### config.mk
export PLATFORM = sky130hd
export DESIGN_NAME = ppu_top
export DESIGN_NICKNAME = d
export VERILOG_FILES = /design/src/ppu_pkg.sv /design/src/ppu_ifs.sv /design/src/ppu_timing.sv /design/src/ppu_regs.sv /design/src/bg_renderer.sv /design/src/palette_out.sv /design/src/ppu_top.sv
export SDC_FILE = /design/constraint.sdc
export NUM_CORES = 1
export LEC_CHECK = 0
export BUFFER_PORTS_ARGS = -buffer_cell sky130_fd_sc_hd__buf_2
export CORE_UTILIZATION = 33
export DETAILED_ROUTE_END_ITERATION = 10
export SYNTH_ARGS = -nofsm -noshare
export SYNTH_HDL_FRONTEND = slang
export SYNTH_HIERARCHICAL = 1
export SYNTH_SLANG_ARGS = --single-unit
### constraint.sdc
create_clock -name clk -period 4.68 [get_ports clk]
set_input_delay 0.936 -clock clk [delete_from_list [all_inputs] [get_ports clk]]
set_output_delay 0.936 -clock clk [all_outputs]
set_load 0.01 [all_outputs]
### src/ppu_pkg.sv
//----------------------------------------------------------
// PPU shared definitions
// Data widths, CPU register map and frame timing constants
//----------------------------------------------------------
package ppu_pkg;

  typedef logic [7:0]  byte_t;      // CPU data byte
  typedef logic [2:0]  reg_addr_t;  // CPU register select
  typedef logic [8:0]  scan_t;      // Cycle or scanline count

  // Scroll counter {fine Y[14:12], name table[11:10], coarse Y[9:5], coarse X[4:0]}
  typedef logic [14:0] loopy_t;

  typedef logic [13:0] vram_addr_t; // VRAM address
  typedef logic [4:0]  pal_idx_t;   // Palette index
  typedef logic [5:0]  color_t;     // Output colour
  typedef logic [3:0]  bg_pix_t;    // {attribute[1:0], pattern[1:0]}

  // CPU register map
  localparam reg_addr_t REG_CTRL   = 3'd0;
  localparam reg_addr_t REG_MASK   = 3'd1;
  localparam reg_addr_t REG_STATUS = 3'd2;
  localparam reg_addr_t REG_SCROLL = 3'd5;
  localparam reg_addr_t REG_ADDR   = 3'd6;
  localparam reg_addr_t REG_DATA   = 3'd7;

  // Line timing, 341 cycles per line
  localparam logic [5:0] LAST_CYCLE_GROUP = 6'd42;  // Cycles 336..343
  localparam logic [3:0] LINE_END_LOW     = 4'd4;   // Cycle 340 inside that group

  // Frame timing, 262 lines per frame
  localparam scan_t VBLANK_START_LINE = 9'd240;  // Also the idle line after the picture
  localparam scan_t VBLANK_END_LINE   = 9'd260;
  localparam scan_t PRE_RENDER_LINE   = 9'd511;  // Line -1

  // VRAM address decode
  localparam logic [5:0] PAL_PAGE = 6'h3F;  // Palette lives at 3F00..3FFF
  localparam logic [3:0] ATTR_ROW = 4'hF;   // Attribute table at xx3C0 of each name table

endpackage

### src/ppu_ifs.sv
//----------------------------------------------------------
// PPU internal buses
// Frame timing broadcast and control register view
//----------------------------------------------------------
`timescale 1ns/1ps

interface ppu_scan_if;
  ppu_pkg::scan_t scanline;
  ppu_pkg::scan_t cycle;
  logic is_rendering;         // Playfield on, outside vblank and line 240
  logic is_pre_render;        // Line -1
  logic at_last_cycle_group;
  logic end_of_line;          // Cycle 340
  logic entering_vblank;
  logic exiting_vblank;
  logic in_vblank;

  modport timing (output scanline, cycle, is_rendering, is_pre_render, at_last_cycle_group,
                  end_of_line, entering_vblank, exiting_vblank, in_vblank);
  modport sink (input scanline, cycle, is_rendering, is_pre_render, at_last_cycle_group,
                end_of_line, entering_vblank, exiting_vblank, in_vblank);
endinterface

interface ppu_ctrl_if;
  logic bg_patt;              // Background pattern table select
  logic grayscale;
  logic playfield_clip;       // Show background in the left 8 pixels
  logic enable_playfield;
  ppu_pkg::loopy_t loopy;     // Current VRAM address
  logic [2:0] fine_x;
  logic is_pal_address;

  modport regs (output bg_patt, grayscale, playfield_clip, enable_playfield, loopy, fine_x,
                is_pal_address);
  modport view (input bg_patt, grayscale, playfield_clip, enable_playfield, loopy, fine_x,
                is_pal_address);
endinterface

### src/ppu_timing.sv
//----------------------------------------------------------
// PPU frame timing
// Cycle and scanline counters, vblank flag, render window
//----------------------------------------------------------
`timescale 1ns/1ps

module ppu_timing (
  input  logic       clk,
  input  logic       reset,
  ppu_scan_if.timing scan,
  ppu_ctrl_if.view   ctrl
);

  // Cycle 340, the last one of a line
  localparam ppu_pkg::scan_t LAST_CYCLE =
    {ppu_pkg::LAST_CYCLE_GROUP, 3'b000} + ppu_pkg::LINE_END_LOW;

  ppu_pkg::scan_t cycle_q;
  ppu_pkg::scan_t line_q;
  logic           in_vblank_q;
  logic           last_group;
  logic           line_end;
  logic           vbl_enter;
  logic           vbl_exit;

  assign last_group = cycle_q[8:3] == ppu_pkg::LAST_CYCLE_GROUP;
  assign line_end   = last_group && cycle_q[3:0] == ppu_pkg::LINE_END_LOW;
  assign vbl_enter  = line_end && line_q == ppu_pkg::VBLANK_START_LINE;  // End of line 240
  assign vbl_exit   = line_end && line_q == ppu_pkg::VBLANK_END_LINE;    // End of line 260

  always_ff @(posedge clk) begin
    if (reset) begin
      cycle_q     <= '0;
      line_q      <= '0;
      in_vblank_q <= 1'b1;
    end else begin
      cycle_q <= line_end ? '0 : cycle_q + 9'd1;
      // After 260 comes -1, and -1 rolls over to 0
      if (line_end) begin
        line_q <= vbl_exit ? ppu_pkg::PRE_RENDER_LINE : line_q + 9'd1;
      end
      if (vbl_enter) begin
        in_vblank_q <= 1'b1;
      end else if (vbl_exit) begin
        in_vblank_q <= 1'b0;
      end
    end
  end

  assign scan.cycle               = cycle_q;
  assign scan.scanline            = line_q;
  assign scan.in_vblank           = in_vblank_q;
  assign scan.at_last_cycle_group = last_group;
  assign scan.end_of_line         = line_end;
  assign scan.entering_vblank     = vbl_enter;
  assign scan.exiting_vblank      = vbl_exit;
  assign scan.is_pre_render       = line_q == ppu_pkg::PRE_RENDER_LINE;

  // Line 240 is idle even though vblank has not started yet
  assign scan.is_rendering = ctrl.enable_playfield && !in_vblank_q &&
                             line_q != ppu_pkg::VBLANK_START_LINE;

  a_cycle_range: assert property (@(posedge clk) disable iff (reset)
    cycle_q <= LAST_CYCLE);

endmodule

### src/ppu_regs.sv
//----------------------------------------------------------
// PPU CPU register file
// Control/mask/status, scroll and address counters, VRAM port
//----------------------------------------------------------
`timescale 1ns/1ps

module ppu_regs (
  input  logic                clk,
  input  logic                reset,
  input  ppu_pkg::reg_addr_t  ain,
  input  ppu_pkg::byte_t      din,
  input  logic                read,
  input  logic                write,
  ppu_scan_if.sink            scan,
  input  ppu_pkg::vram_addr_t render_addr,
  input  ppu_pkg::color_t     color,
  input  ppu_pkg::byte_t      vram_din,
  ppu_ctrl_if.regs            ctrl,
  output ppu_pkg::byte_t      dout,
  output logic                nmi,
  output logic                vram_r,
  output logic                vram_w,
  output ppu_pkg::vram_addr_t vram_a,
  output ppu_pkg::byte_t      vram_dout,
  output logic                pal_write
);

  ppu_pkg::loopy_t loopy_v;    // Current VRAM address
  ppu_pkg::loopy_t loopy_tmp;  // Temporary address, copied into loopy_v
  logic [2:0]      fine_x;
  logic            addr_latch; // Second write of a scroll/address pair
  logic            incr_32;    // Data access steps by a row
  logic            vbl_enable;
  logic            bg_patt;
  logic            grayscale;
  logic            playfield_clip;
  logic            enable_playfield;
  logic            vblank_flag;
  logic            rd_pending; // VRAM read issued last cycle
  ppu_pkg::byte_t  read_buf;
  ppu_pkg::scan_t  cyc;
  logic            rendering;
  logic            pal_addr;
  logic            data_access;
  logic            status_read;

  assign cyc         = scan.cycle;
  assign rendering   = scan.is_rendering;
  assign pal_addr    = loopy_v[13:8] == ppu_pkg::PAL_PAGE;
  assign data_access = (read || write) && ain == ppu_pkg::REG_DATA;
  assign status_read = read && ain == ppu_pkg::REG_STATUS;

  always_ff @(posedge clk) begin
    if (reset) begin
      loopy_v          <= '0;
      loopy_tmp        <= '0;
      fine_x           <= '0;
      addr_latch       <= 1'b0;
      incr_32          <= 1'b0;
      vbl_enable       <= 1'b0;
      bg_patt          <= 1'b0;
      grayscale        <= 1'b0;
      playfield_clip   <= 1'b0;
      enable_playfield <= 1'b0;
    end else begin
      if (rendering) begin
        // Coarse X steps right after each attribute fetch
        if (cyc[2:0] == 3'd3 && (cyc < 9'd256 || (cyc >= 9'd320 && cyc < 9'd336))) begin
          loopy_v[4:0] <= loopy_v[4:0] + 5'd1;
          loopy_v[10]  <= loopy_v[10] ^ (loopy_v[4:0] == 5'd31);  // Next name table
        end
        if (cyc == 9'd251) begin  // Fine Y, carry into coarse Y
          loopy_v[14:12] <= loopy_v[14:12] + 3'd1;
          if (loopy_v[14:12] == 3'd7) begin
            if (loopy_v[9:5] == 5'd29) begin  // Row 29 is the last tile row
              loopy_v[9:5] <= '0;
              loopy_v[11]  <= ~loopy_v[11];
            end else begin
              loopy_v[9:5] <= loopy_v[9:5] + 5'd1;
            end
          end
        end
        if (cyc == 9'd256)  // Horizontal copy
          {loopy_v[10], loopy_v[4:0]} <= {loopy_tmp[10], loopy_tmp[4:0]};
        if (cyc == 9'd304 && scan.is_pre_render)  // Full copy before the frame
          loopy_v <= loopy_tmp;
      end

      if (write && ain == ppu_pkg::REG_CTRL) begin
        loopy_tmp[11:10] <= din[1:0];
        incr_32          <= din[2];
        bg_patt          <= din[4];
        vbl_enable       <= din[7];
      end else if (write && ain == ppu_pkg::REG_MASK) begin
        grayscale        <= din[0];
        playfield_clip   <= din[1];
        enable_playfield <= din[3];
      end else if (write && ain == ppu_pkg::REG_SCROLL) begin
        if (!addr_latch) begin
          loopy_tmp[4:0] <= din[7:3];  // X
          fine_x         <= din[2:0];
        end else begin
          loopy_tmp[9:5]   <= din[7:3];  // Y
          loopy_tmp[14:12] <= din[2:0];
        end
        addr_latch <= ~addr_latch;
      end else if (write && ain == ppu_pkg::REG_ADDR) begin
        if (!addr_latch) begin
          loopy_tmp[13:8] <= din[5:0];  // High byte first
          loopy_tmp[14]   <= 1'b0;
        end else begin
          loopy_tmp[7:0] <= din;
          loopy_v        <= {loopy_tmp[14:8], din};
        end
        addr_latch <= ~addr_latch;
      end else if (status_read) begin
        addr_latch <= 1'b0;
      end else if (data_access && !rendering) begin
        loopy_v <= loopy_v + (incr_32 ? 15'd32 : 15'd1);
      end
    end
  end

  always_ff @(posedge clk) begin
    if (reset) begin
      vblank_flag <= 1'b0;
      rd_pending  <= 1'b0;
    end else begin
      if (status_read || scan.exiting_vblank)
        vblank_flag <= 1'b0;
      else if (scan.entering_vblank)
        vblank_flag <= 1'b1;
      rd_pending <= vram_r;
    end
  end

  // VRAM answers one clock after the address
  always_ff @(posedge clk) begin
    if (rd_pending)
      read_buf <= vram_din;
  end

  // CPU reads and background fetches on even cycles
  assign vram_r    = (read && ain == ppu_pkg::REG_DATA) ||
                     (rendering && !cyc[0] && !scan.end_of_line);
  assign vram_w    = write && ain == ppu_pkg::REG_DATA && !pal_addr && !rendering;
  assign pal_write = write && ain == ppu_pkg::REG_DATA && pal_addr && !rendering;
  assign vram_a    = rendering ? render_addr : loopy_v[13:0];
  assign vram_dout = din;
  assign nmi       = vblank_flag && vbl_enable;

  always_comb begin
    if (ain == ppu_pkg::REG_STATUS)
      dout = {vblank_flag, 2'b00, 5'b00000};  // No sprite flags
    else if (pal_addr)
      dout = {2'b00, color};                  // Palette reads bypass the buffer
    else
      dout = read_buf;
  end

  assign ctrl.bg_patt          = bg_patt;
  assign ctrl.grayscale        = grayscale;
  assign ctrl.playfield_clip   = playfield_clip;
  assign ctrl.enable_playfield = enable_playfield;
  assign ctrl.loopy            = loopy_v;
  assign ctrl.fine_x           = fine_x;
  assign ctrl.is_pal_address   = pal_addr;

  a_vram_rw_excl: assert property (@(posedge clk) disable iff (reset)
    !(vram_w && vram_r));

endmodule

### src/bg_renderer.sv
//----------------------------------------------------------
// Background renderer
// Tile fetch addressing and pixel shift pipeline
//----------------------------------------------------------
`timescale 1ns/1ps

module bg_renderer (
  input  logic                clk,
  input  logic                reset,
  ppu_scan_if.sink            scan,
  ppu_ctrl_if.view            ctrl,
  input  ppu_pkg::byte_t      vram_din,
  output ppu_pkg::vram_addr_t render_addr,
  output ppu_pkg::bg_pix_t    bg_pixel
);

  logic [15:0]     patt_lo_pipe;  // Pattern plane 0, two tiles
  logic [15:0]     patt_hi_pipe;  // Pattern plane 1
  logic [8:0]      attr_lo_pipe;
  logic [8:0]      attr_hi_pipe;
  ppu_pkg::byte_t  tile;          // Name table byte
  logic [1:0]      attr_bits;     // Quadrant of the attribute byte
  ppu_pkg::byte_t  plane0;
  logic [2:0]      phase;         // Position in the 8-cycle fetch
  ppu_pkg::loopy_t v;

  // Leftmost pixel goes to bit 0
  function automatic ppu_pkg::byte_t bit_rev(input ppu_pkg::byte_t b);
    ppu_pkg::byte_t r;
    for (int i = 0; i < 8; i++) begin
      r[i] = b[7 - i];
    end
    return r;
  endfunction

  assign phase = scan.cycle[2:0];
  assign v     = ctrl.loopy;

  always_comb begin
    case (phase[2:1])
      2'd0:    render_addr = {2'b10, v[11:0]};  // Name table
      2'd1:    render_addr = {2'b10, v[11:10], ppu_pkg::ATTR_ROW, v[9:7], v[4:2]};
      default: render_addr = {1'b0, ctrl.bg_patt, tile, phase[1], v[14:12]};  // Planes 0/1
    endcase
  end

  always_ff @(posedge clk) begin
    case (phase)
      3'd1: tile      <= vram_din;
      3'd3: attr_bits <= vram_din[{v[6], v[1], 1'b0} +: 2];  // Coarse Y bit 1, coarse X bit 1
      3'd5: plane0    <= vram_din;
      default: ;
    endcase
  end

  always_ff @(posedge clk) begin
    if (reset) begin
      patt_lo_pipe <= '0;
      patt_hi_pipe <= '0;
      attr_lo_pipe <= '0;
      attr_hi_pipe <= '0;
    end else if (!scan.at_last_cycle_group) begin
      patt_lo_pipe[14:0] <= patt_lo_pipe[15:1];
      patt_hi_pipe[14:0] <= patt_hi_pipe[15:1];
      attr_lo_pipe[7:0]  <= attr_lo_pipe[8:1];
      attr_hi_pipe[7:0]  <= attr_hi_pipe[8:1];
      if (phase == 3'd7) begin  // Plane 1 arrives now, load the next tile
        patt_lo_pipe[15:8] <= bit_rev(plane0);
        patt_hi_pipe[15:8] <= bit_rev(vram_din);
        attr_lo_pipe[8]    <= attr_bits[0];
        attr_hi_pipe[8]    <= attr_bits[1];
      end
    end
  end

  // Fine X picks the tap
  assign bg_pixel = {attr_hi_pipe[ctrl.fine_x], attr_lo_pipe[ctrl.fine_x],
                     patt_hi_pipe[ctrl.fine_x], patt_lo_pipe[ctrl.fine_x]};

endmodule

### src/palette_out.sv
//----------------------------------------------------------
// Palette and colour output
// Left-edge clip, 32-entry palette RAM and grayscale
//----------------------------------------------------------
`timescale 1ns/1ps

module palette_out (
  input  logic             clk,
  ppu_scan_if.sink         scan,
  ppu_ctrl_if.view         ctrl,
  input  ppu_pkg::bg_pix_t bg_pixel,
  input  ppu_pkg::byte_t   din,
  input  logic             pal_write,
  output ppu_pkg::color_t  color
);

  ppu_pkg::color_t   pal_mem [0:31];
  logic              show_bg;
  ppu_pkg::bg_pix_t  pixel;
  ppu_pkg::pal_idx_t rd_idx;
  ppu_pkg::pal_idx_t eff_idx;
  logic              mirror_hole;
  ppu_pkg::color_t   raw;

  // Hide pattern bits in cycles 0..7 unless clipping is off
  assign show_bg = (ctrl.playfield_clip || scan.cycle[7:3] != 5'd0) && ctrl.enable_playfield;
  assign pixel   = {bg_pixel[3:2], show_bg ? bg_pixel[1:0] : 2'b00};

  always_comb begin
    if (scan.is_rendering)
      rd_idx = {1'b0, pixel};
    else if (ctrl.is_pal_address)
      rd_idx = ctrl.loopy[4:0];  // CPU side palette access
    else
      rd_idx = '0;
  end

  // Transparent entries all show the backdrop
  assign eff_idx     = (rd_idx[1:0] == 2'b00) ? '0 : rd_idx;
  assign mirror_hole = rd_idx[3:2] != 2'b00 && rd_idx[1:0] == 2'b00;  // 4, 8, 12 and twins

  always_ff @(posedge clk) begin
    if (pal_write && !mirror_hole)
      pal_mem[eff_idx] <= din[5:0];
  end

  assign raw   = pal_mem[eff_idx];
  assign color = ctrl.grayscale ? {raw[5:4], 4'b0000} : raw;  // Keep luma only

endmodule

### src/ppu_top.sv
//----------------------------------------------------------
// PPU top level
// Background-only picture unit, one pixel per clock
//----------------------------------------------------------
`timescale 1ns/1ps

module ppu_top (
  input  logic                clk,
  input  logic                reset,
  input  ppu_pkg::reg_addr_t  ain,
  input  ppu_pkg::byte_t      din,
  input  logic                read,
  input  logic                write,
  input  ppu_pkg::byte_t      vram_din,
  output ppu_pkg::byte_t      dout,
  output logic                nmi,
  output logic                vram_r,
  output logic                vram_w,
  output ppu_pkg::vram_addr_t vram_a,
  output ppu_pkg::byte_t      vram_dout,
  output ppu_pkg::color_t     color,
  output ppu_pkg::scan_t      scanline,
  output ppu_pkg::scan_t      cycle
);

  ppu_scan_if scan_bus ();
  ppu_ctrl_if ctrl_bus ();

  ppu_pkg::vram_addr_t render_addr;
  ppu_pkg::bg_pix_t    bg_pixel;
  logic                pal_write;

  ppu_timing u_timing (
    .clk   (clk),
    .reset (reset),
    .scan  (scan_bus.timing),
    .ctrl  (ctrl_bus.view)
  );

  ppu_regs u_regs (
    .clk         (clk),
    .reset       (reset),
    .ain         (ain),
    .din         (din),
    .read        (read),
    .write       (write),
    .scan        (scan_bus.sink),
    .render_addr (render_addr),
    .color       (color),
    .vram_din    (vram_din),
    .ctrl        (ctrl_bus.regs),
    .dout        (dout),
    .nmi         (nmi),
    .vram_r      (vram_r),
    .vram_w      (vram_w),
    .vram_a      (vram_a),
    .vram_dout   (vram_dout),
    .pal_write   (pal_write)
  );

  bg_renderer u_bg (
    .clk         (clk),
    .reset       (reset),
    .scan        (scan_bus.sink),
    .ctrl        (ctrl_bus.view),
    .vram_din    (vram_din),
    .render_addr (render_addr),
    .bg_pixel    (bg_pixel)
  );

  palette_out u_pal (
    .clk       (clk),
    .scan      (scan_bus.sink),
    .ctrl      (ctrl_bus.view),
    .bg_pixel  (bg_pixel),
    .din       (din),
    .pal_write (pal_write),
    .color     (color)
  );

  assign scanline = scan_bus.scanline;
  assign cycle    = scan_bus.cycle;

endmodule

=== After elaboration in Yosys (flattened, before gate mapping) ===
Memories as Yosys holds them, arrays and structs flattened.
Cells that the tools add are included.

* Flip-flop bits (word level): 137
* Memory bits (writable): 192
* Input port bits: 23
* Output and inout bits: 57
* Memories: 1

* Add/subtract/negate cells: 6
* $lt $le $gt $ge: 4
* Eq/ne operators: 29
* Shift operators: 1
* Multiplexer cells: 56
* Bitwise gates (word level): 6
* Reductions and logical operators: 58

{| class="wikitable"
|+ Memory list
! name !! depth !! bits a word !! read ports !! clocked after Yosys merged registers in !! write ports !! line !! RTL
|-
| u_pal.pal_mem || 32 || 6 || 1 || 0 || 1 || palette_out.sv:17 || <nowiki>ppu_pkg::color_t pal_mem [0:31];</nowiki>
|}

{| class="wikitable"
|+ Operators with widths
! cell !! count
|-
| 15-bit two-way mux || 10
|-
| 5-bit two-way mux || 10
|-
| 9-bit == test, second input constant || 4
|-
| 14-bit case mux with 2 select lines || 1
|-
| 1-bit logical AND || 27
|-
| 8-bit two-way mux || 3
|-
| 7-bit two-way mux || 3
|-
| 9-bit by 1-bit adder with 9-bit output, second input constant || 2
|-
| 3-bit == test, second input constant || 6
|-
| 9-bit by 8-bit == test with 1-bit output, second input constant || 2
|-
| 9-bit less-than comparator, second input constant || 2
|-
| 15-bit adder || 1
|-
| 14-bit two-way mux || 1
|-
| 1-bit two-way mux || 13
|-
| 1-bit binary-select mux with 3-bit select || 4
|-
| 6-bit == test, second input constant || 2
|-
| 12-bit two-way mux || 1
|-
| 4-bit AND reduction || 3
|-
| 5-bit by 1-bit adder with 5-bit output, second input constant || 2
|-
| 5-bit == test, second input constant || 2
|-
| 10-bit two-way mux || 1
|-
| 5-bit AND reduction || 2
|-
| 9-bit >= comparator, second input constant || 1
|-
| 9-bit two-way mux || 1
|-
| 26 further kinds || 56
|}

=== Depth between registers and ports, before layout ===
Gate-level depths: netlist of the first run.

* Depth in word-level cells: 14
* Gate-level depth with buffers: 19

=== Hierarchy ===
Netlist of the first run, hierarchy kept.

{| class="wikitable"
|+ Modules (own cells, without submodules)
! module !! instances !! cells an instance !! area an instance (um^2) !! sequential area each (um^2)
|-
| palette_out || 1 || 412 || 6,308.6 || 4,504.3
|-
| ppu_regs || 1 || 440 || 3,479.6 || 1,081.0
|-
| bg_renderer || 1 || 274 || 2,996.6 || 1,541.5
|-
| ppu_timing || 1 || 111 || 979.7 || 380.4
|}

=== Worst setup path before layout of the first run ===
OpenSTA, ideal clock, no wires.

* Path type: reg2out
* Start: reg u_timing.line_q[0] (netlist: u_timing/scan.scanline[0])
* End: out dout[1]
* Arrival time: 3.430 ns
* Required time: 3.744 ns
* Slack: 0.314 ns
* Stages on the path, launching flop included: 19
* Path through: dfxtp_1 -> inv_1 -> ha_1 -> nand2b_1 -> nor4_1 -> nor3b_1 -> buf_4 -> nor2b_1 -> buf_4 -> nand2_1 -> and2_1 -> buf_4 -> clkbuf_1 -> nand2_1 -> a311oi_1 -> nor3_1 -> nor4bb_1 -> nand2_1 -> a21oi_1

* Cells in the longest elaborated chain, start to end: 9

{| class="wikitable"
|+ RTL lines
! item !! line !! RTL
|-
| start, declared || ppu_timing.sv:19 || <nowiki>ppu_pkg::scan_t line_q;</nowiki>
|-
| start signal, assigned || ppu_timing.sv:40 || <nowiki>line_q <= vbl_exit ? ppu_pkg::PRE_RENDER_LINE : line_q + 9'd1;</nowiki>
|-
| 9-bit by 8-bit != test with 1-bit output * || ppu_timing.sv:61 || <nowiki>line_q != ppu_pkg::VBLANK_START_LINE;</nowiki>
|-
| 1-bit logical AND * || ppu_timing.sv:60 || <nowiki>assign scan.is_rendering = ctrl.enable_playfield && !in_vblank_q &&</nowiki>
|-
| named net scan_bus.is_rendering || ppu_ifs.sv:10 || <nowiki>logic is_rendering;</nowiki>
|-
| 5-bit two-way mux * || palette_out.sv:30 || <nowiki>if (scan.is_rendering)</nowiki>
|-
| 2-bit zero test || palette_out.sv:39 || <nowiki>assign eff_idx = (rd_idx[1:0] == 2'b00) ? '0 : rd_idx;</nowiki>
|-
| 5-bit two-way mux * || palette_out.sv:39 ||
|-
| memory read 32 x 6 bit * || -- ||
|-
| 4-bit two-way mux * || palette_out.sv:48 || <nowiki>assign color = ctrl.grayscale ? {raw[5:4], 4'b0000} : raw;</nowiki>
|-
| named net color[1] || ppu_top.sv:21 || <nowiki>output ppu_pkg::color_t color,</nowiki>
|-
| 8-bit two-way mux * || ppu_regs.sv:155 || <nowiki>else if (pal_addr)</nowiki>
|-
| 8-bit two-way mux * || ppu_regs.sv:153 || <nowiki>if (ain == ppu_pkg::REG_STATUS)</nowiki>
|-
| end, declared || ppu_top.sv:15 || <nowiki>output ppu_pkg::byte_t dout,</nowiki>
|}

Mark *: on every way through the listed nets, which the timed path passes. The rest lies on a longest branch.

=== Worst setup path in the final report of the first run ===
* Start: reg u_regs.fine_x[0] (netlist: u_regs/ctrl.fine_x[0])
* End: out dout[5]

* Cells in the longest elaborated chain, start to end: 9
* Elaborated cells on any way between the ends: 15
* Classes of those cells: mux: 13; reduce/logical: 1; memory: 1

{| class="wikitable"
|+ RTL lines
! item !! line !! RTL
|-
| start, declared || ppu_regs.sv:30 || <nowiki>logic [2:0] fine_x;</nowiki>
|-
| start signal, assigned || ppu_regs.sv:101 || <nowiki>fine_x <= din[2:0];</nowiki>
|-
| 1-bit binary-select mux with 3-bit select * || bg_renderer.sv:78 || <nowiki>patt_hi_pipe[ctrl.fine_x], patt_lo_pipe[ctrl.fine_x]};</nowiki>
|-
| 1-bit two-way mux (not written as such) * || bg_renderer.sv:78 ||
|-
| named net bg_pixel[1] || ppu_top.sv:30 || <nowiki>ppu_pkg::bg_pix_t bg_pixel;</nowiki>
|-
| 2-bit two-way mux * || palette_out.sv:27 || <nowiki>assign pixel = {bg_pixel[3:2], show_bg ? bg_pixel[1:0] : 2'b00};</nowiki>
|-
| 5-bit two-way mux * || palette_out.sv:30 ||
|-
| 2-bit zero test || palette_out.sv:39 ||
|-
| 5-bit two-way mux * || palette_out.sv:39 ||
|-
| memory read 32 x 6 bit * || -- ||
|-
| 8-bit two-way mux * || ppu_regs.sv:155 ||
|-
| 8-bit two-way mux * || ppu_regs.sv:153 ||
|}

Mark *: on every way through the listed nets, which the timed path passes. The rest lies on a longest branch. The select of a mux whose other input is x is not followed.

==> results of run 1 <==
[cell usage after synthesis, types with 7 or more instances]
master	n
a21oi_1	61
nand4_1	9
nor4_1	21
nand3_1	32
inv_1	43
mux2i_1	56
mux4_1	8
o221ai_1	14
o21ai_0	36
edfxtp_1	176
xor2_1	8
a311oi_1	12
xnor2_1	7
o31ai_1	9
ha_1	16
o21a_1	7
a22oi_1	14
clkbuf_1	43
a211oi_1	15
nand2_1	114
nor3_1	22
nor3b_1	7
dfxtp_1	111
mux2_2	39
buf_4	18
buf_2	18
and2_1	12
a221oi_1	34
nor2_1	115
a31oi_1	18
nor2b_1	7
[logic make-up after synthesis]
kind of cell / share of synthesized area, %
and+or+nand+nor: 14.0
DFF: 54.5
AOI/OAI and AO/OA: 14.9
buffers and inverters: 4.66
muxes: 9.50
adders and majority gates: 1.45
xor gates and xnor gates: 0.954
[critical path, cell delays in order (launching register included)]
cell and delay (ps):
dfxtp_4 360, mux4_2 500, mux2_4 280, nand3_2 80, a21o_4 120, buf_4 110, and2_4 170, nor2_4 50
buf_12 130, buf_12 150, a221oi_2 310, nor3_2 110, or4_4 570, nand2_2 100, a21oi_2 60, buf_2 140
[state kept, by name, indices dropped and copies added, names as in the netlist, 9 cells and up]
register and flops:
u_timing/scan.scanline 9, u_pal/pal_mem 150, u_bg/patt_lo_pipe 16, u_regs/ctrl.loopy 15, u_bg/attr_hi_pipe 9, u_bg/patt_hi_pipe 16
u_timing/scan.cycle 9, u_bg/attr_lo_pipe 9, u_regs/loopy_tmp 15
[stage by stage]
stage	utilization, %	hold WS (ps)
2_1_floorplan	-	436
5_1_grt	42.4	483
3_5_place_dp	37.0	459
3_3_place_gp	37.0	456
6_report	42.4	468
4_1_cts	41.4	468
[cell type report]
type / count / area [um2]
timing repair buffer: 231 / 1760
clock buffer: 33 / 783
sequential: 287 / 7520
fill: 3789 / 23600
tap: 532 / 666
inverter: 45 / 170
clock inverter: 24 / 254
multi-input combinational: 815 / 6250
[timing repair]
| item | 4_1_cts | 5_1_grt |
|---|---|---|
| pin swaps | 24 | 44 |
| resized for setup | 104 | 76 |
| buffers inserted | 32 | 19 |
| cloned | 3 | 1 |
| endpoints found under the setup margin | 12 | 11 |
[final timing paths]
path	slack (ps)	end	from
max reg2reg	530	u_pal/pal_mem[25][3]	u_timing/scan.scanline[1]
max	-110	dout[5]	u_regs/ctrl.fine_x[0]
min	470	u_bg/patt_lo_pipe[10]	u_bg/patt_lo_pipe[11]
min reg2reg	470	u_bg/patt_lo_pipe[10]	u_bg/patt_lo_pipe[11]
[per-layer routing]
metal	vias up	track usage, %	share of wire, %
met3	88	3.53	7.8
met1	5492	26.5	42
li1	5039	-	-
met5	-	0	0
met4	0	6.46	3.1
met2	541	31.5	47
[layout by cell type (no fill, tap or decap), types with 13 or more instances in the layout]
cell / count
a221oi_1: 18
nor4_1: 19
o21ai_0: 31
buf_4: 123
dfxtp_1: 103
buf_6: 24
ha_1: 15
nor2_1: 111
nand2_1: 107
mux2_2: 28
edfxtp_1: 176
a221oi_2: 13
nand3_1: 30
clkbuf_16: 32
inv_1: 41
mux2_4: 15
nor3_1: 16
a21oi_1: 51
mux2i_1: 54
buf_2: 75
[power groups by stage]
stage	Clock, mW	Combinational (mW)	Sequential [mW]
6_report	2.50	0.200	2.73
5_1_grt	2.63	0.217	2.73
4_1_cts	2.55	0.198	2.73
3_5_place_dp	0	0.195	2.78
3_3_place_gp	0	0.191	2.78
2_1_floorplan	0	0.110	2.77
==> impl_results.md, run 1 <==
- DP Area: 15200 um2
- Worst Tran Pin Value: around 1200 ps
- Final clock skew: between 40 and 50 ps
- P_int: around 4.2 mW
- Area of the mapped netlist: between 10000 and 15000 um2
- Via density: approximately 5.7
- DIE HEIGHT: between 200 and 250 um
- Post-synth ARST share: 0%
- Crit path max fanout: 10
- Avg Synthesized Cell Area: 11.1 um2
- Minimum clock period: about 4800 ps
- Yosys top cell area share: between 30% and 40%
- Placement Setup Slack: 46.5 ps
- Num rows: between 70 and 80
- Post-Layout Inst Area: around 17000 um2
- H-Tree Depth: 1
- P_leak: 6.09 nW
- Total Power: between 5 and 6 mW
- Hold Path Cell Cnt: 2
- IO Count: 80
- Drc violations: 7
- Switching power: ~1.2 mW
- Maximum vdd drop: approximately 0.00028 V
- CTS Root Cell: clkbuf_16
- Post-route setup slack: -113 ps
- Crit path DAT: 3860 ps
- Largest net degree at the start of global routing: 76
- Hold buffers post-CTS: 0
- CTS sink cnt: around 290
- Clock latency on the worst-skew pair: 600 ps
- CTS max path bufs: 3
- Area Overhead vs Synth: 26.4%
- Global-route wire length before repair: between 60 and 70 mm
- Vias in the first global route: between 10000 and 15000
- CTS tree: yes
- DP Wirelength: 27.6 mm
- Synth area leader: edfxtp_1
- Power Density: 312 nW/um2
- DIE AREA: approximately 43000 um2
- Maxcap violations: 0
- Cells after synthesis: 1237
- Layout Cells excl Fill: about 2000
- Final-report setup violation count: 6
- Failing checks: DRC, setup timing
- Number of synthesis warnings: 6
- Antenna Nets Post-Route: 0
- Run status: finished with violations
- Startpoint class of the critical path: register
- Flops & latches, synth: ~290
- Tot GR Track Use: 19.6%
- IO buf count: slightly below 80
- Final nets: roughly 1500
- Reg power frac: around half
- WP data required: 3740 ps
- WS Path Type: register to primary output
- Routability cong.: 0.950
- Largest cells by area after synthesis: edfxtp_1, dfxtp_1, mux2i_1
- RSZ-0062 raised after global routing: true
- Fin crit share: 102%
- Router iterations before antenna repair: 8
- Final Hold Viols: 0
- Share of power burned in the clock network: between 40% and 50%
- Share of layout cells above drive strength 1: 32.0%
- Core Region: 41000 um2
- Register area share after synthesis: 54.5%
- Die Wd: a little over 200 um
- Slew Viols, Final: 0
- GRT overflow: 0
- Total wire length: about 42 mm
- Post-synth cell types: 91
- Crit end category: primary output
- Placed Cells: between 1500 and 2000
- Gate power share: 3.7%
- Initial Util: between 30% and 40%
- Hold Path Class: register to register
- Syn Nets: around 1300
- Initial antenna violation count: 0
- DR vias: 11160
- F_max: approximately 0.21 GHz
- Num CTS Buffers: 31
- Post-route setup TNS: -399 ps
- Switching fraction of total power: a little under a quarter
- Relative slew slack: about 22%
- Post-synth EDFFs: 176
- # diodes: 0
- Synth Flop Type: edfxtp_1
- Cells on worst reg2reg path: 10
- Drt initial violations: around 1100
- Reg clk slew, reported paths: around 60 ps
- DR WL/cell: 21.6 um
(Power assumes the default switching activity.)
==> inputs of run 2 (changes only) <==
- MAX_ROUTING_LAYER: default -> met4
==> run 2 against run 1 <==
Compared with the run above:
- the flow still finishes with violations (DRC, setup timing)
- non-clock buffer count shrank 4
- clock power grew 6%
- sequential share of layout area shrank 0.20 points
- first-iteration DRC count grew 6.5%
- critical path depth grew 3
- maximum frequency shrank 0.77%
- power grew 2.8%
- combinational power is essentially flat
- critical path type unchanged
- critical endpoint is now dout[4]
==> impl_results.md, run 2 (synthesized netlist as in run 1, its figures left out) <==
- Run status: finished with violations
- Failing checks: DRC, setup timing
- Worst Tran Pin Value: around 1200 ps
- DR WL/cell: between 20 and 25 um
- Fin crit share: 103%
- WS Path Type: register to primary output
- Regs by FF count: u_pal/pal_mem (150), u_bg/patt_hi_pipe (16), u_bg/patt_lo_pipe (16)
- RSZ-0062 raised after global routing: true
- IO buf count: 79
- DR vias: 11094
- Initial antenna violation count: 0
- GRT overflow: 0
- Post-route setup slack: -150 ps
- Drt initial violations: 1221
- Via density: between 5 and 6
- Largest net degree at the start of global routing: 76
- Hold Path Class: register to register
- Most frequent cells in the layout: edfxtp_1, buf_4, nor2_1, nand2_1, dfxtp_1
- Power Density: 319 nW/um2
- Commonest non-fill, non-tap cell in the layout: edfxtp_1
- Drc violations: 8
- Final-report setup violation count: 8
- Reg clk slew, reported paths: ~60 ps
- DIE HEIGHT: just over 200 um
- Hold buffers post-CTS: 0
- Crit path DAT: roughly 3900 ps
- Clock latency on the worst-skew pair: ~570 ps
- IO Count: 80
- # diodes: 0
- CTS Root Cell: clkbuf_16
- P_leak: about 6 nW
- Routability cong.: 0.945
- Core Region: 41000 um2
- Die Wd: between 200 and 250 um
- Total wire length: around 42 mm
- Largest register FFs: 150
- Final nets: between 1000 and 1500
- WP data required: 3740 ps
- CP max-delay cell: or4_4
- Final hold slack: 467 ps
- Area of the multi-input gates: just over 6000 um2
- Initial Util: 33.6%
- CP max stage delay: about 600 ps
- Fill cell count: 3766
- Global-route wire length before repair: 62.9 mm
- Share of layout cells above drive strength 1: 30.3%
- Storage element area: ~7500 um2
- CTS sink cnt: approximately 290
- Worst R2R Setup Slack: approximately 440 ps
- Slew Viols, Final: 0
- Placement Setup Slack: -88.2 ps
- Minimum clock period: about 4800 ps
- H-Tree Depth: 1
- Crit path max fanout: 10
- F_max: about 0.21 GHz
- Crit path buf inv count: 5
- Worst path most repeated cell: buf_6
- Maximum vdd drop: roughly 0.00025 V
- Final Hold Viols: 0
- Relative slew slack: slightly above 20%
- Crit end category: primary output
- Final clock skew: approximately 17 ps
- DIE AREA: roughly 43000 um2
- Num rows: 74
- Area Overhead vs Synth: 27.0%
- Maxcap violations: 0
- Cells along the critical path: inv_2, ha_4, nand2b_4, nor4_4, nor3b_4, buf_6, nor2b_4, nand2_4, nand2_8, buf_6, buf_12, mux2_4, o221ai_4, a211oi_2, or4_4, nand2_2, a21oi_2, buf_2
- Delay-heaviest family, CP: simple AND/OR/NAND/NOR gates
- CTS max path bufs: 3
- Startpoint class of the critical path: register
- DP Wirelength: roughly 28 mm
- Antenna Nets Post-Route: 0
- Num CTS Buffers: 30
- Tot GR Track Use: 20.0%
- Vias in the first global route: 10529
- CTS tree: yes
- Router iterations before antenna repair: 8
- Top reg by flops: u_pal/pal_mem
==> run 2: metrics by stage <==
step	util, %	cell area [um2]	setup TNS, ps	power (mW)	instances
after floorplan	-	13800	0	2.88	1237
after global routing	42.6	17500	-1950	5.74	1963
after global placement	37.0	15200	0	2.97	1858
after detailed placement	37.0	15200	-102	2.97	1858
after CTS	41.2	16900	-1190	5.62	1938
final	42.6	17500	-729	5.58	1963
==> run 2: final cells by class <==
type	count	area share (%)
Clock buffer	38	4.88
Sequential cell	287	43.0
Tap cell	532	3.81
Inverter	45	0.966
Clock inverter	18	1.47
Timing Repair Buffer	227	10.5
Multi-Input combinational cell	816	35.3
==> run 2: what timing repair did <==
item                                   4_1_cts  5_1_grt
buffers inserted                            22       26
cloned                                       3        1
setup endpoints to repair                   12       12
endpoints found under the hold margin        0        0
pin swaps                                   23       37
gates resized for setup                     79       75
==> run 2: routing by layer <==
metal	wire (um)	share of wire (%)	vias to the layer above	track usage [%]
li1	-	-	5046	-
met1	18100	43	5438	26.5
met2	19400	46	519	30.3
met3	3210	7.6	91	3.66
met4	1460	3.5	0	7.17
met5	0	0	-	-
==> run 2: worst min-delay path, delay by kind of cell (launching register included) <==
kind | cells | cell delay, ps
AO/OA/AOI/OAI | 1 | 60
AND/OR/NAND/NOR | 1 | 50
flip-flops | 1 | 310
==> run 2: where the power goes <==
| group | switching [mW] | internal, mW | total, mW |
|---|---|---|---|
| combinational | 0.138 | 0.0604 | 0.198 |
| clock | 1.03 | 1.62 | 2.65 |
| sequential | 0.0280 | 2.70 | 2.73 |
==> run 2: final timing paths <==
kind	start	endpoint	cells past startpoint
setup / recovery	u_timing/scan.scanline[0]	dout[4]	18
hold / removal	u_bg/patt_lo_pipe[11]	u_bg/patt_lo_pipe[10]	2
setup reg to reg	u_timing/scan.scanline[0]	u_pal/pal_mem[9][5]	12
hold reg to reg	u_bg/patt_lo_pipe[11]	u_bg/patt_lo_pipe[10]	2
